$ cat config.mk
export PLATFORM = sky130hd
export DESIGN_NAME = vmem_top
export DESIGN_NICKNAME = d
export VERILOG_FILES = /design/src/logic/vmem_pkg.sv /design/src/logic/cycle_state_gen.sv /design/src/logic/mem_bus_port.sv /design/src/logic/vmem_control.sv /design/src/logic/vmem_map.sv /design/src/logic/vmem_top.sv
export SDC_FILE = /design/constraint.sdc
export NUM_CORES = 1
export LEC_CHECK = 0
export CAP_MARGIN = 10
export CORE_ASPECT_RATIO = 1.2
export CORE_UTILIZATION = 63
export DETAILED_ROUTE_END_ITERATION = 10
export DONT_BUFFER_PORTS = 1
export GPL_TIMING_DRIVEN = 0
export PLACE_DENSITY = 0.84
export SLEW_MARGIN = 20
export SYNTH_ARGS = -nofsm -noshare
export SYNTH_HDL_FRONTEND = slang
export SYNTH_SLANG_ARGS = --single-unit
$ cat constraint.sdc
create_clock -name clk -period 2.1 [get_ports clk]
set_input_delay 0.21 -clock clk [delete_from_list [all_inputs] [get_ports clk]]
set_output_delay 0.21 -clock clk [all_outputs]
set_load 0.05 [all_outputs]
$ cat src/logic/vmem_pkg.sv
// Shared types for the virtual-memory control slice.
// Memory operation and cycle-state enums, page permission,
// page map update and bus request structs.

package vmem_pkg;

   ////////////////////////////////////////////////////////////////////////////
   // Default widths, matched by the top-level parameters.
   ////////////////////////////////////////////////////////////////////////////

   localparam int vma_width  = 16;
   localparam int page_bits  = 4;
   localparam int data_width = 16;

   ////////////////////////////////////////////////////////////////////////////
   // Enums.
   ////////////////////////////////////////////////////////////////////////////

   // Memory operation requested by the processor.
   typedef enum logic [1:0] {
      op_none   = 2'd0,
      op_read   = 2'd1,
      op_write  = 2'd2,
      op_ifetch = 2'd3
   } mem_op_t;

   // Processor cycle state.
   typedef enum logic [1:0] {
      st_alu      = 2'd0,
      st_write    = 2'd1,
      st_fetch    = 2'd2,
      st_prefetch = 2'd3
   } cycle_state_t;

   ////////////////////////////////////////////////////////////////////////////
   // Structs.
   ////////////////////////////////////////////////////////////////////////////

   // Page access bits, access is valid and readable.
   typedef struct packed {
      logic access;
      logic write_ok;
   } page_perm_t;

   // Bus cycle presented to memory.
   typedef struct packed {
      logic [vma_width-1:0]  addr;
      logic [data_width-1:0] wdata;
      logic                  write;
   } bus_req_t;

   // One page map update.
   typedef struct packed {
      logic [page_bits-1:0] page;
      page_perm_t           perm;
   } map_load_t;

endpackage

$ cat src/logic/cycle_state_gen.sv
// Processor cycle-state sequencer.
// Steps alu, write, fetch and prefetch, holding in fetch on waiting.

`timescale 1ns/10ps

module cycle_state_gen (
   input  logic                   clk,
   input  logic                   reset,
   input  logic                   waiting,
   output vmem_pkg::cycle_state_t state
);

   vmem_pkg::cycle_state_t state_next;

   ////////////////////////////////////////////////////////////////////////////
   // Next state.
   ////////////////////////////////////////////////////////////////////////////

   always_comb begin
      state_next = state;
      case (state)
         vmem_pkg::st_alu: begin
            state_next = vmem_pkg::st_write;
         end
         vmem_pkg::st_write: begin
            state_next = vmem_pkg::st_fetch;
         end
         vmem_pkg::st_fetch: begin
            // Processor stalls here until memory catches up.
            if (!waiting) begin
               state_next = vmem_pkg::st_prefetch;
            end
         end
         vmem_pkg::st_prefetch: begin
            state_next = vmem_pkg::st_alu;
         end
         default: begin
            state_next = vmem_pkg::st_alu;
         end
      endcase
   end

   ////////////////////////////////////////////////////////////////////////////
   // State register.
   ////////////////////////////////////////////////////////////////////////////

   always_ff @(posedge clk) begin
      if (reset) begin
         state <= vmem_pkg::st_alu;
      end else begin
         state <= state_next;
      end
   end

endmodule

$ cat src/logic/mem_bus_port.sv
// Memory bus port.
// Latches an accepted operation, drives the bus while requested
// and flags denied accesses.

`timescale 1ns/10ps

module mem_bus_port #(
   parameter int vma_width  = 16,
   parameter int data_width = 16
) (
   input  logic                   clk,
   input  logic                   reset,
   input  vmem_pkg::mem_op_t      op,
   input  logic [vma_width-1:0]   vma,
   input  logic [data_width-1:0]  wdata,
   input  logic                   memcheck,
   input  logic                   memrq,
   input  vmem_pkg::page_perm_t   perm,
   output vmem_pkg::bus_req_t     bus,
   output logic                   fault
);

   vmem_pkg::bus_req_t bus_q;
   logic               denied;

   ////////////////////////////////////////////////////////////////////////////
   // Operation capture.
   ////////////////////////////////////////////////////////////////////////////

   always_ff @(posedge clk) begin
      if (op != vmem_pkg::op_none) begin
         bus_q.addr  <= vma;
         bus_q.wdata <= wdata;
         bus_q.write <= (op == vmem_pkg::op_write);
      end
   end

   // Bus is quiet unless a request is up.
   assign bus = memrq ? bus_q : '0;

   ////////////////////////////////////////////////////////////////////////////
   // Fault.
   ////////////////////////////////////////////////////////////////////////////

   // Writes also need write_ok.
   assign denied = !perm.access || (bus_q.write && !perm.write_ok);

   always_ff @(posedge clk) begin
      if (reset) begin
         fault <= 1'b0;
      end else begin
         fault <= memcheck && denied;
      end
   end

endmodule

$ cat src/logic/vmem_control.sv
// Memory control block.
// Prepare, start and check steps, page permission terms, read and
// write cycle flags, bus request and processor wait.

`timescale 1ns/10ps

module vmem_control (
   input  logic                   clk,
   input  logic                   reset,
   input  vmem_pkg::cycle_state_t state,
   input  vmem_pkg::mem_op_t      op,
   input  logic                   lcinc,
   input  logic                   needfetch,
   input  logic                   memack,
   input  vmem_pkg::page_perm_t   perm,
   output logic                   memprepare,
   output logic                   memstart,
   output logic                   memcheck,
   output logic                   memrq,
   output logic                   vmaok,
   output logic                   wrcyc,
   output logic                   waiting
);

   logic state_alu;
   logic state_write;
   logic state_fetch;
   logic state_prefetch;

   logic              memop;
   logic              memwr;
   vmem_pkg::mem_op_t op_q;
   logic              rdcyc;
   logic              mbusy;
   logic              mfinish;
   logic              pfr;
   logic              pfw;

   ////////////////////////////////////////////////////////////////////////////
   // State strobes and operation decode.
   ////////////////////////////////////////////////////////////////////////////

   assign state_alu      = (state == vmem_pkg::st_alu);
   assign state_write    = (state == vmem_pkg::st_write);
   assign state_fetch    = (state == vmem_pkg::st_fetch);
   assign state_prefetch = (state == vmem_pkg::st_prefetch);

   assign memop = (op != vmem_pkg::op_none);

   // Held from the strobe for the direction decision later on.
   always_ff @(posedge clk) begin
      if (reset) begin
         op_q <= vmem_pkg::op_none;
      end else if (memop) begin
         op_q <= op;
      end
   end

   assign memwr = (op_q == vmem_pkg::op_write);

   ////////////////////////////////////////////////////////////////////////////
   // Prepare, start, check.
   ////////////////////////////////////////////////////////////////////////////

   always_ff @(posedge clk) begin
      if (reset) begin
         memprepare <= 1'b0;
         memstart   <= 1'b0;
         memcheck   <= 1'b0;
      end else begin
         memprepare <= (state_alu || state_write) && memop;
         // Map read starts once the alu cycle is over.
         memstart   <= !state_alu && memprepare;
         memcheck   <= memstart;
      end
   end

   ////////////////////////////////////////////////////////////////////////////
   // Permissions and cycle flags.
   ////////////////////////////////////////////////////////////////////////////

   assign pfw = perm.access & perm.write_ok & wrcyc;
   assign pfr = perm.access & rdcyc;

   always_ff @(posedge clk) begin
      if (reset) begin
         vmaok <= 1'b0;
      end else if (memcheck) begin
         vmaok <= pfr | pfw;
      end
   end

   // Direction is fixed in fetch or prefetch, ahead of the check cycle.
   always_ff @(posedge clk) begin
      if (reset) begin
         rdcyc <= 1'b0;
         wrcyc <= 1'b0;
      end else if ((state_fetch || state_prefetch) && memstart && !memcheck) begin
         rdcyc <= !memwr;
         wrcyc <= memwr;
      end else if ((!memrq && !memprepare && !memstart) || mfinish) begin
         rdcyc <= 1'b0;
         wrcyc <= 1'b0;
      end
   end

   ////////////////////////////////////////////////////////////////////////////
   // Bus request and wait.
   ////////////////////////////////////////////////////////////////////////////

   assign mfinish = memack | reset;

   always_ff @(posedge clk) begin
      if (mfinish) begin
         mbusy <= 1'b0;
      end else if (memcheck && (pfr || pfw)) begin
         mbusy <= 1'b1;
      end
   end

   assign memrq   = mbusy | (memcheck & ~memstart & (pfr | pfw));
   assign waiting = (memrq & mbusy) | (lcinc & needfetch & mbusy);

endmodule

$ cat src/logic/vmem_map.sv
// Loadable page map.
// One permission entry per page, read by the upper address bits.

`timescale 1ns/10ps

module vmem_map #(
   parameter int vma_width = 16,
   parameter int page_bits = 4
) (
   input  logic                  clk,
   input  logic                  reset,
   input  logic [vma_width-1:0]  vma,
   input  logic                  load_en,
   input  vmem_pkg::map_load_t   load,
   output vmem_pkg::page_perm_t  perm
);

   localparam int num_pages = 2 ** page_bits;

   ////////////////////////////////////////////////////////////////////////////
   // Permission table.
   ////////////////////////////////////////////////////////////////////////////

   vmem_pkg::page_perm_t map_q [num_pages];

   logic [page_bits-1:0] page_idx;

   // Page index is the top of the virtual address.
   assign page_idx = vma[vma_width-1 -: page_bits];

   // Every page starts out with no access.
   always_ff @(posedge clk) begin
      if (reset) begin
         for (int i = 0; i < num_pages; i++) begin
            map_q[i] <= '0;
         end
      end else if (load_en) begin
         map_q[load.page] <= load.perm;
      end
   end

   ////////////////////////////////////////////////////////////////////////////
   // Lookup.
   ////////////////////////////////////////////////////////////////////////////

   // Combinational read, so the bits are ready in the check cycle.
   assign perm = map_q[page_idx];

endmodule

$ cat src/logic/vmem_top.sv
// Top level of the virtual-memory control slice.
// Sequencer, page map, memory control and bus port.

`timescale 1ns/10ps

module vmem_top #(
   parameter int vma_width  = 16,
   parameter int page_bits  = 4,
   parameter int data_width = 16
) (
   input  logic                   clk,
   input  logic                   reset,
   input  vmem_pkg::mem_op_t      op,
   input  logic [vma_width-1:0]   vma,
   input  logic [data_width-1:0]  wdata,
   input  logic                   lcinc,
   input  logic                   needfetch,
   input  logic                   memack,
   input  logic                   map_load_en,
   input  vmem_pkg::map_load_t    map_load,
   output vmem_pkg::bus_req_t     bus,
   output logic                   memrq,
   output logic                   waiting,
   output logic                   fault,
   output vmem_pkg::cycle_state_t state
);

   vmem_pkg::page_perm_t perm;
   logic                 memcheck;

   cycle_state_gen i_state (
      .clk     (clk),
      .reset   (reset),
      .waiting (waiting),
      .state   (state)
   );

   // Lookup follows vma, so vma stays put until the check cycle.
   vmem_map #(
      .vma_width (vma_width),
      .page_bits (page_bits)
   ) i_map (
      .clk     (clk),
      .reset   (reset),
      .vma     (vma),
      .load_en (map_load_en),
      .load    (map_load),
      .perm    (perm)
   );

   // Pipeline steps and vmaok stay internal to the control.
   vmem_control i_control (
      .clk        (clk),
      .reset      (reset),
      .state      (state),
      .op         (op),
      .lcinc      (lcinc),
      .needfetch  (needfetch),
      .memack     (memack),
      .perm       (perm),
      .memprepare (),
      .memstart   (),
      .memcheck   (memcheck),
      .memrq      (memrq),
      .vmaok      (),
      .wrcyc      (),
      .waiting    (waiting)
   );

   mem_bus_port #(
      .vma_width  (vma_width),
      .data_width (data_width)
   ) i_bus_port (
      .clk      (clk),
      .reset    (reset),
      .op       (op),
      .vma      (vma),
      .wdata    (wdata),
      .memcheck (memcheck),
      .memrq    (memrq),
      .perm     (perm),
      .bus      (bus),
      .fault    (fault)
   );

endmodule

==> results of run 1 <==
-- worst max-delay path: cells and delay by family (launching register included) --
family                 cells  cell delay [ns]
AO/OA/AOI/OAI              2             0.48
AND/OR/NAND/NOR            1             0.30
buffers and inverters      2             0.37
multiplexers               2             0.60
flip-flops                 1             0.34
-- sequential cells by signal, summed over array words and instances (netlist names) --
signal / cells
i_control.memprepare: 1
i_control.op_q: 2
i_control.rdcyc: 1
i_map.map_q: 32
i_state.state: 2
i_control.memcheck: 1
i_control.mbusy: 1
i_control.memstart: 1
i_bus_port.fault: 1
i_control.wrcyc: 1
i_bus_port.bus_q: 33
-- cell families after synthesis --
kind of cell,after synthesis,synth area share [%]
mux,16,6.05
buf+inv,17,3.11
compound gates,20,4.60
simple gates,132,23.4
flops,76,61.4
fa+ha+maj,4,1.42
-- cells in the mapped netlist, drive strengths merged --
cell | n | area share (%)
nor3 | 5 | 0.71
dfxtp | 11 | 6.2
o21a | 1 | 0.21
clkbuf | 6 | 0.64
o211ai | 1 | 0.21
inv | 6 | 0.64
nand2 | 6 | 0.64
o22ai | 2 | 0.35
o32ai | 1 | 0.46
and2 | 32 | 5.7
nand3b | 1 | 0.21
mux2 | 3 | 0.96
mux4 | 4 | 2.5
buf | 5 | 1.8
or3 | 1 | 0.18
nor2 | 22 | 2.4
nand4b | 1 | 0.25
nand3 | 3 | 0.42
a22oi | 1 | 0.35
edfxtp | 65 | 55
or2 | 17 | 3.0
or4 | 1 | 0.21
mux2i | 9 | 2.5
and3b | 1 | 0.25
nand2b | 6 | 1.1
a41oi | 1 | 0.78
ha | 4 | 1.4
a2111oi | 1 | 0.25
a311oi | 1 | 0.25
o21ai | 5 | 0.71
nor2b | 35 | 8.2
nor3b | 1 | 0.21
a21oi | 3 | 0.42
a211oi | 2 | 0.42
a31oi | 1 | 0.18
-- timing repair --
action,4_1_cts,5_1_grt
buffers inserted,5,6
hold buffers,34,0
gates resized for setup,9,6
pin swaps,3,2
cloned,0,1
endpoints found under the hold margin,34,0
endpoints found under the setup margin,34,36
-- routing by layer --
metal  part of all wire [%]  track usage, %  vias up
met5                      0               0        -
met4                    2.0            8.73        0
met3                    8.3            8.70       17
met2                     51            48.5      162
met1                     39            34.2     1158
li1                       -               -     1041
-- power by group through the flow --
stage	logic [W]	clock network, W	registers [W]
after floorplan	0.000233	0	0.00187
after global routing	0.000398	0.00117	0.00188
final	0.000375	0.00111	0.00187
after global placement	0.000270	0	0.00188
after detailed placement	0.000279	0	0.00189
after CTS	0.000344	0.00108	0.00185
-- cell usage in the layout, fill, tap and decap left out, types with 9 or more instances in the layout --
cell type,count
clkbuf_8,10
edfxtp_1,65
and2_1,32
nor2_1,21
nor2b_4,32
dlygate4sd3_1,34
dfxtp_1,10
or2_2,17
mux2i_1,9
-- cell type report --
cell class	count	area, µm²	share of cell area (%)
Tap cell	62	77.6	1.73
Clock inverter	5	33.8	0.753
Multi-Input combinational cell	172	1440	32.1
Timing Repair Buffer	46	497	11.1
Clock buffer	11	163	3.63
Sequential cell	76	2170	48.5
Inverter	6	26.3	0.586
Buffer	9	73.8	1.65
-- worst max path at each step --
stage | startpoint | end
CTS | i_map.map_q[14][0]$_SDFFCE_PN0P_ | bus[32]
detailed placement | vma[12] | memrq
finish | i_map.map_q[14][0]$_SDFFCE_PN0P_ | bus[25]
floorplan | vma[12] | memrq
global route | i_map.map_q[15][0]$_SDFFCE_PN0P_ | bus[25]
global placement | vma[12] | memrq
-- per-stage QoR --
stage,hold WS (ns),setup WS [ns],std cells
after global placement,0.290,-0.354,327
final,0.0310,-0.574,387
after detailed placement,0.291,-0.354,327
after floorplan,0.287,-0.141,265
after global routing,0.0302,-0.603,387
after CTS,0.0189,-0.439,380
==> summary.md, run 1 <==
| Metric | Value |
|---|---|
| Outcome | `complete, but fails checks` |
| Failing checks | `setup timing` |
| WL final | `8.89 mm` |
| R2r startpoint | `i_map.map_q[4][1]$_SDFFCE_PN0P_` |
| Residual DRC | `0` |
| #FFs+latches synth | `76` |
| Switch Pwr | `0.000865 W` |
| Unrepaired setup endpoints after global routing | `yes` |
| Post-Route Setup TNS | `-18.37 ns` |
| First-pass GRT wire length | `12.4 mm` |
| Tcrit/Tclk final | `127%` |
| WS Path Type | `flop to output port` |
| Hold Crit Depth | `1` |
| Routed len/inst | `23.0 µm` |
| Drt pass-1 iters | `8` |
| Core Area | `0.00533 mm²` |
| Net count, final | `370` |
| CTS H-Tree Depth | `3` |
| FILL cells | `250` |
| Final instance area | `0.00449 mm²` |
| Share of post-route cells with drive strength above 1 | `29.2%` |
| Crit path capture type | `output port` |
| DP Area | `0.00377 mm²` |
| Initial antenna violation count | `0` |
| Deepest clock path buffer count | `2` |
| TritonCTS clock tree | `built` |
| Startpoint types | `flop` |
| HP Start | `op[0]` |
| Dpl hpwl | `4.33 mm` |
| Post-Syn Area per Cell | `13.3 µm²` |
| Normalized max-slew margin | `45.5%` |
| CTS root buffer | `clkbuf_8` |
| Worst Hold Endpoint | `i_bus_port.bus_q[0]$_DFFE_PP_` |
| Num CTS Buffers | `9` |
| Worst Hold Class | `primary input to flop` |
| RR Endpoint | `i_control.wrcyc$_SDFFE_PP0P_` |
| Clk network pwr share | `33.0%` |
| Final Hold Viols | `0` |
| Clock net sink count | `76` |
| Clock Skew | `0.0145 ns` |
| Share of total power in combinational logic | `11.2%` |
| Synth unique cells | `38` |
| Worst vdd ir | `0.000593 V` |
| Slowest stage delay, CP | `0.52 ns` |
| R2R depth | `5` |
| Cells after Synth | `265` |
| Vias in the first global route | `2324` |
| Overflow after GRT | `0` |
| Crit path cell chain | `mux2i_1 -> mux4_2 -> a22oi_2 -> a41oi_4 -> buf_4 -> clkbuf_16 -> nor2b_4` |
| Post-synthesis sequential area ratio | `61.4%` |
| Fin worst setup slack | `-0.574 ns` |
| Via-to-Cell Ratio | `6.14` |
| Critical path fanouts, max | `5` |
| Flop-to-flop setup slack | `-0.18 ns` |
| Netlist Area Pre-Place | `0.00354 mm²` |
| Area grow syn2layout | `26.9%` |
| Setup violators final | `36` |
| Fmax | `374 MHz` |
| Fin. max-slew vios | `0` |
| Placer congestion estimate | `0.797` |
| Worst path slowest cell | `mux4_2` |
| Largest net degree at the start of global routing | `35` |
| Clock latency on the worst-skew pair | `0.36 ns` |
| Critical path arrival | `2.46 ns` |
| I/O pin count | `84` |
| # port buffers | `0` |
| Antenna Nets Post-Route | `0` |
| Util after Layout | `84.1%` |
| Post-Syn Nets | `315` |
| Internal Pwr Total | `0.00249 W` |
| Die W | `70.4 µm` |
| CP required | `1.89 ns` |
| Pwr dens | `747 mW/mm²` |
| Fin crit period | `2.67 ns` |
| Sequential power share | `55.8%` |
| Height of the die | `84.1 µm` |
| DRT iter0 DRCs | `247` |
| Worst Max-Slew Pin Slew | `0.817 ns` |
| # diodes | `0` |
| Initial core utilization | `66.3%` |
| Warnings from Yosys | `0` |
| Die ar. | `0.00592 mm²` |
| Max-cap violations | `0` |
| Via Count | `2378` |
| Cell row count | `29` |
| Leak | `1.70 nW` |
| GRT Total Usage | `28.4%` |
| Pwr Total | `0.00335 W` |
| Worst-path clk slew | `0.08 ns` |
| Switching part of the total | `25.8%` |
(Power assumes the default switching activity.)
==> inputs of run 2 (changes only) <==
CORE_UTILIZATION = 57   (was 63)
CTS_BUF_LIST = sky130_fd_sc_hd__clkbuf_8   (was not set)
PLACE_DENSITY = 0.77   (was 0.84)
==> run 2 against run 1 <==
Compared with the run above:
- the run still ends with setup timing left
- highest routed layer unchanged
- critical path depth unchanged
- critical path type unchanged
- total power decreased by 1.3%
- hold slack improved by 0.013 ns
- clock skew down 0.0048 ns
- clock power hardly changed
- wire length fell by 14%
==> summary.md, run 2 (synthesis gave the netlist of run 1 again) <==
| Metric | Value |
|---|---|
| Outcome | `complete, but fails checks (unchanged)` |
| Failing checks | `setup timing (unchanged)` |
| Highest-count cells in the layout ignoring fill and taps | `edfxtp_1 (65), dlygate4sd3_1 (34), nor2b_4 (32), and2_1 (32), nor2_1 (21) (unchanged)` |
| Fmax | `380 MHz (was 374 MHz)` |
| Initial antenna violation count | `0 (unchanged)` |
| Worst-path clk slew | `0.08 ns (about the same)` |
| Largest registers | `i_bus_port.bus_q x33, i_map.map_q x32 (unchanged)` |
| Overflow after GRT | `0 (unchanged)` |
| Clock net sink count | `76 (unchanged)` |
| DRT iter0 DRCs | `219 (was 247)` |
| WS Path Type | `flop to output port (unchanged)` |
| Cell family with most CP delay | `compound AO/OA/AOI/OAI gates (was multiplexers)` |
| DP Area | `0.00380 mm² (was 0.00377 mm²)` |
| Unrepaired setup endpoints after global routing | `yes (unchanged)` |
| Top cell by count, worst path | `buf_12` |
| Die ar. | `0.00652 mm² (was 0.00592 mm²)` |
| Routed len/inst | `18.9 µm (was 23.0 µm)` |
| I/O pin count | `84 (unchanged)` |
| Final instance area | `0.00451 mm² (was 0.00449 mm²)` |
| Register bank with the most flops | `i_bus_port.bus_q (unchanged)` |
| Setup violators final | `34 (was 36)` |
| Fin. max-slew vios | `0 (unchanged)` |
| Drt pass-1 iters | `4 (was 8)` |
| Fin worst setup slack | `-0.531 ns (was -0.574 ns)` |
| Final Hold Viols | `0 (unchanged)` |
| Initial core utilization | `58.8% (was 66.3%)` |
| Max FFs per register | `33 (unchanged)` |
| Num CTS Buffers | `9 (unchanged)` |
| Critical path arrival | `2.42 ns (was 2.46 ns)` |
| Placer congestion estimate | `0.820 (was 0.797)` |
| Deepest clock path buffer count | `2 (unchanged)` |
| TritonCTS clock tree | `built (unchanged)` |
| Largest net degree at the start of global routing | `35 (unchanged)` |
| Number of cells on the critical path | `7 (unchanged)` |
| Die W | `73.9 µm (was 70.4 µm)` |
| Share of post-route cells with drive strength above 1 | `27.8% (was 29.2%)` |
| Critical path fanouts, max | `6 (was 5)` |
| Vias in the first global route | `2162 (was 2324)` |
| # port buffers | `0 (unchanged)` |
| Tcrit/Tclk final | `125% (was 127%)` |
| Leak | `1.70 nW (about the same)` |
| Worst vdd ir | `0.000464 V (was 0.000593 V)` |
| Normalized max-slew margin | `47.9% (was 45.5%)` |
| Crit path capture type | `output port (unchanged)` |
| Clock Skew | `0.00970 ns (was 0.0145 ns)` |
| Max-cap violations | `0 (unchanged)` |
| CTS H-Tree Depth | `3 (unchanged)` |
| Slowest stage delay, CP | `0.51 ns (was 0.52 ns)` |
| Area grow syn2layout | `27.6% (was 26.9%)` |
| Net count, final | `365 (was 370)` |
| Via-to-Cell Ratio | `5.54 (was 6.14)` |
| Startpoint types | `flop (unchanged)` |
| Worst path slowest cell | `mux4_2 (unchanged)` |
| Antenna Nets Post-Route | `0 (unchanged)` |
| CTS root buffer | `clkbuf_8 (unchanged)` |
| Crit path cell chain | `mux4_2 -> o22ai_2 -> o32ai_4 -> a41oi_4 -> buf_12 -> buf_12 -> clkinvlp_4 (was mux2i_1 -> mux4_2 -> a22oi_2 -> a41oi_4 -> buf_4 -> clkbuf_16 -> nor2b_4)` |
| Fin crit period | `2.63 ns (was 2.67 ns)` |
| GRT Total Usage | `23.4% (was 28.4%)` |
| First-pass GRT wire length | `10.8 mm (was 12.4 mm)` |
| Core Area | `0.00601 mm² (was 0.00533 mm²)` |
| Most common cell after layout, fill and taps aside | `edfxtp_1 (unchanged)` |
| Residual DRC | `0 (unchanged)` |
| Worst Max-Slew Pin Slew | `0.782 ns (was 0.817 ns)` |
| Clock latency on the worst-skew pair | `0.34 ns (was 0.36 ns)` |
| Hold Crit Depth | `1 (unchanged)` |
| Pwr dens | `733 mW/mm² (was 747 mW/mm²)` |
| Final hold slack | `0.0437 ns (was 0.0310 ns)` |
| CP required | `1.89 ns (about the same)` |
| Worst Hold Class | `primary input to flop (unchanged)` |
| R2R depth | `5 (unchanged)` |
| WL final | `7.63 mm (was 8.89 mm)` |
| Dpl hpwl | `4.72 mm (was 4.33 mm)` |
| Via Count | `2234 (was 2378)` |
| Height of the die | `88.3 µm (was 84.1 µm)` |
| Cell row count | `31 (was 29)` |
| CP Buf/Inv Count | `3 (was 2)` |
## run 2: changes by cell type in the layout (fill, tap and decap cells not counted)
cell / before / now
o32ai_4: 0 / 1
mux2i_2: 0 / 1
buf_12: 5 / 4
clkinvlp_4: 3 / 1
diode_2: 0 / 1
mux2i_1: 9 / 8
buf_6: 4 / 2
o22ai_4: 0 / 1
o32ai_2: 1 / 0
inv_1: 5 / 7
buf_16: 0 / 1
o22ai_2: 2 / 1
bufinv_16: 0 / 1
buf_4: 5 / 1
## run 2: worst paths after layout
kind,start,to,slack (ns)
min,op[0],i_bus_port.bus_q[0]$_DFFE_PP_,0.04
max,i_map.map_q[13][1]$_SDFFCE_PN0P_,memrq,-0.53
min reg2reg,i_control.memprepare$_SDFF_PP0_,i_control.memstart$_SDFF_PP0_,0.50
max reg2reg,i_map.map_q[13][1]$_SDFFCE_PN0P_,i_control.rdcyc$_SDFFE_PP0P_,0.01
## run 2: timing repair
item,4_1_cts,5_1_grt
pin swaps,1,3
cloned,0,2
setup endpoints to repair,34,36
setup buffers,2,2
hold endpoints to repair,34,0
resized for setup,6,12
hold buffers,34,0
## run 2: layout make-up
cell class,instances,area [µm²]
antenna,1,2.50
buffer,11,121
clock buffer,10,138
clock inverter,6,56.3
fill,364,1500
inverter,6,26.3
multi-input combinational,172,1460
sequential,76,2170
tap,82,103
timing repair buffer,39,429
## run 2: per-layer routing
layer | vias to the layer above | share of wire (%) | track usage (%)
li1 | 1036 | - | -
met1 | 1081 | 41 | 27.3
met2 | 103 | 51 | 39.7
met3 | 14 | 6.7 | 6.95
met4 | 0 | 1.6 | 10.3
met5 | - | 0 | 0
## run 2: power by group
part / total [W] / leakage (nW) / switching, W / internal [W]
Clock: 0.00108 / 0.109 / 0.000513 / 0.000571
Combinational: 0.000360 / 0.855 / 0.000167 / 0.000193
Sequential: 0.00186 / 0.732 / 0.0000996 / 0.00176
Total: 0.00331 / 1.70 / 0.000779 / 0.00253
## run 2: per-stage QoR
stage | std cells | setup slack [ns] | TNS [ns] | power, W | util (%)
CTS | 399 | -0.463 | -14.86 | 0.00329 | 73.0
finish | 403 | -0.531 | -15.48 | 0.00331 | 75.1
detailed placement | 347 | -0.363 | -11.01 | 0.00217 | 63.2
global route | 402 | -0.570 | -18.89 | 0.00344 | 75.0
global placement | 347 | -0.351 | -11.34 | 0.00215 | 63.2
floorplan | 265 | -0.141 | -4.51 | 0.00210 | -
==> inputs of run 3 (changes only) <==
CELL_PAD_IN_SITES_DETAIL_PLACEMENT = 1   (was not set)
CELL_PAD_IN_SITES_GLOBAL_PLACEMENT = 1   (was not set)
CORE_UTILIZATION = 52   (was 57)
PLACE_DENSITY = 0.86   (was 0.77)
==> run 3 against run 2 <==
Compared with the run above:
- non-clock buffer count is 4 higher
- the run still ends with setup timing left
- highest routed layer unchanged
- core utilization is 4.8 points lower
- via count is 9.2% higher
- register-to-register slack worse by 0.40 ns
- clock power hardly changed
- largest power group unchanged
- first-iteration DRC count is 28% lower
- largest cell class unchanged
- wire length is 53% higher
- critical path depth stayed put
- combinational power is 21% higher
==> summary.md, run 3 (synthesis gave the netlist of run 1 again) <==
| Metric | Value |
|---|---|
| Switch Pwr | `0.000931 W (was 0.000779 W)` |
| Pwr Total | `0.00337 W (was 0.00331 W)` |
| Deepest clock path buffer count | `2 (unchanged)` |
| Vias in the first global route | `2664 (was 2162)` |
| Outcome | `complete, but fails checks (unchanged)` |
| Critical path arrival | `2.56 ns (was 2.42 ns)` |
| First-pass GRT wire length | `16.3 mm (was 10.8 mm)` |
| Height of the die | `92.3 µm (was 88.3 µm)` |
| Fin worst setup slack | `-0.667 ns (was -0.531 ns)` |
| Hold Crit Depth | `2 (was 1)` |
| Via Count | `2440 (was 2234)` |
| Max-cap violations | `0 (unchanged)` |
| Worst Max-Slew Pin Slew | `0.890 ns (was 0.782 ns)` |
| CTS H-Tree Depth | `3 (unchanged)` |
| Register bank with the most flops | `i_bus_port.bus_q (unchanged)` |
| Via-to-Cell Ratio | `5.97 (was 5.54)` |
| WS Path Type | `flop to output port (unchanged)` |
| Initial core utilization | `54.5% (was 58.8%)` |
| Unrepaired setup endpoints after global routing | `yes (unchanged)` |
| Dpl hpwl | `5.86 mm (was 4.72 mm)` |
| TritonCTS clock tree | `built (unchanged)` |
| Die ar. | `0.00713 mm² (was 0.00652 mm²)` |
| Wl on met1 | `4.60 mm (was 3.10 mm)` |
| Sequential power share | `55.7% (was 56.3%)` |
| HP Start | `op[0] (unchanged)` |
| Post-Place Setup Slack | `-0.407 ns (was -0.363 ns)` |
| Clock latency on the worst-skew pair | `0.36 ns (was 0.34 ns)` |
| Internal Pwr Total | `0.00244 W (was 0.00253 W)` |
| Clock Skew | `0.0126 ns (was 0.00970 ns)` |
| RR Endpoint | `i_control.wrcyc$_SDFFE_PP0P_ (was i_control.rdcyc$_SDFFE_PP0P_)` |
| Fmax | `361 MHz (was 380 MHz)` |
| Routed len/inst | `28.5 µm (was 18.9 µm)` |
| Drt pass-1 iters | `4 (unchanged)` |
| Largest net degree at the start of global routing | `35 (unchanged)` |
| Worst-path clk slew | `0.08 ns (about the same)` |
| Flop-to-flop setup slack | `-0.39 ns (was 0.01 ns)` |
| Max FFs per register | `33 (unchanged)` |
| Die W | `77.3 µm (was 73.9 µm)` |
| # port buffers | `0 (unchanged)` |
| Pwr dens | `741 mW/mm² (was 733 mW/mm²)` |
| CP required | `1.89 ns (about the same)` |
| Post-Route Setup TNS | `-21.93 ns (was -15.48 ns)` |
| R2R depth | `7 (was 5)` |
| # diodes | `0 (was 1)` |
| Area grow syn2layout | `28.8% (was 27.6%)` |
| Normalized max-slew margin | `40.7% (was 47.9%)` |
| Crit path capture type | `output port (unchanged)` |
| GRT Total Usage | `32.5% (was 23.4%)` |
| Worst Hold Endpoint | `i_control.op_q[0]$_SDFFE_PP0P_ (was i_bus_port.bus_q[0]$_DFFE_PP_)` |
| Util after Layout | `70.2% (was 75.1%)` |
| Met3 WL | `827 µm (was 512 µm)` |
| Setup violators final | `36 (was 34)` |
| Largest registers | `i_bus_port.bus_q x33, i_map.map_q x32 (unchanged)` |
| Clock net sink count | `76 (unchanged)` |
| Startpoint types | `flop (unchanged)` |
| Net count, final | `369 (was 365)` |
| Share of total power in combinational logic | `12.9% (was 10.9%)` |
| Switching part of the total | `27.6% (was 23.6%)` |
| Tcrit/Tclk final | `132% (was 125%)` |
| Highest-count cells in the layout ignoring fill and taps | `edfxtp_1 (65), dlygate4sd3_1 (33), nor2b_4 (32), and2_1 (32), nor2_1 (21) (was edfxtp_1 (65), dlygate4sd3_1 (34), nor2b_4 (32), and2_1 (32), nor2_1 (21))` |
| Antenna Nets Post-Route | `0 (unchanged)` |
| Cell row count | `32 (was 31)` |
| Share of post-route cells with drive strength above 1 | `28.4% (was 27.8%)` |
| Fin crit period | `2.77 ns (was 2.63 ns)` |
| WL final | `11.6 mm (was 7.63 mm)` |
| Placer congestion estimate | `0.757 (was 0.820)` |
| Initial antenna violation count | `0 (unchanged)` |
| Leak | `1.73 nW (was 1.70 nW)` |
| Failing checks | `setup timing (unchanged)` |
| Worst Hold Class | `primary input to flop (unchanged)` |
| Met2 WL | `5.75 mm (was 3.89 mm)` |
| Final hold slack | `0.0132 ns (was 0.0437 ns)` |
| DRT iter0 DRCs | `157 (was 219)` |
| Clk network pwr share | `31.4% (was 32.8%)` |
| Overflow after GRT | `0 (unchanged)` |
| Critical path fanouts, max | `5 (was 6)` |
| Uppermost layer routed | `met4 (unchanged)` |
| Fin. max-slew vios | `0 (unchanged)` |
| Most common cell after layout, fill and taps aside | `edfxtp_1 (unchanged)` |
| I/O pin count | `84 (unchanged)` |
| Residual DRC | `0 (unchanged)` |
| Num CTS Buffers | `9 (unchanged)` |
| Worst vdd ir | `0.000411 V (was 0.000464 V)` |
| CTS root buffer | `clkbuf_8 (unchanged)` |
| Final Hold Viols | `0 (unchanged)` |
| Core Area | `0.00649 mm² (was 0.00601 mm²)` |
| R2r startpoint | `i_state.state[0]$_SDFFE_PP0P_ (was i_map.map_q[13][1]$_SDFFCE_PN0P_)` |
run 3: cell count changes in the layout (fill, tap and decap cells not counted), sizes merged:
| cell | previous run | this run |
|---|---|---|
| clkinv | 3 | 2 |
| dlygate4sd3 | 34 | 33 |
| inv | 7 | 8 |
| bufinv | 1 | 0 |
| diode | 1 | 0 |
| buf | 8 | 14 |
run 3: how the worst max path moves through the flow:
stage                                                 from       to
after floorplan                                    vma[12]    memrq
after global placement                             vma[12]    memrq
after CTS                 i_map.map_q[13][1]$_SDFFCE_PN0P_    memrq
after global routing       i_map.map_q[2][0]$_SDFFCE_PN0P_  bus[13]
final                      i_map.map_q[9][0]$_SDFFCE_PN0P_  bus[13]
after detailed placement                           vma[12]    memrq
run 3: timing repair:
action	4_1_cts	5_1_grt
endpoints found under the setup margin	36	36
setup buffers	5	2
pin swaps	2	1
endpoints found under the hold margin	33	1
hold buffers	32	1
gates cloned	2	1
resized for setup	13	7
run 3: stage by stage:
step | instances | cell area [µm²]
4_1_cts | 405 | 4460
5_1_grt | 409 | 4560
3_5_place_dp | 350 | 3800
6_report | 409 | 4560
2_1_floorplan | 265 | 3690
3_3_place_gp | 350 | 3800
run 3: per-layer routing:
metal  global-route usage, %  vias up
met2                    56.3      143
met5                       0        -
met3                    7.68       34
met4                    15.6        0
met1                    37.8     1218
li1                        -     1045
run 3: worst max-delay path, stage by stage, from the launching register on:
cell,delay (ns)
edfxtp_1,0.38
mux2i_1,0.10
mux4_2,0.52
a22oi_2,0.31
a41oi_4,0.19
buf_4,0.21
buf_12,0.15
nor2b_4,0.34
run 3: power groups by stage:
stage,Clock [W],Combinational (W),Sequential (W)
after floorplan,0,0.000233,0.00187
after global placement,0,0.000273,0.00188
after detailed placement,0,0.000293,0.00189
after CTS,0.000996,0.000351,0.00186
after global routing,0.00112,0.000455,0.00189
final,0.00106,0.000434,0.00188
run 3: layout make-up:
type	instances	area, µm²
clock buffers	11	151
plain buffers	11	121
well taps	85	106
fillers	600	1930
multi-input cells	172	1460
repair buffers	43	495
flip-flops and latches	76	2170
inverters	6	26.3
clock inverters	5	21.3
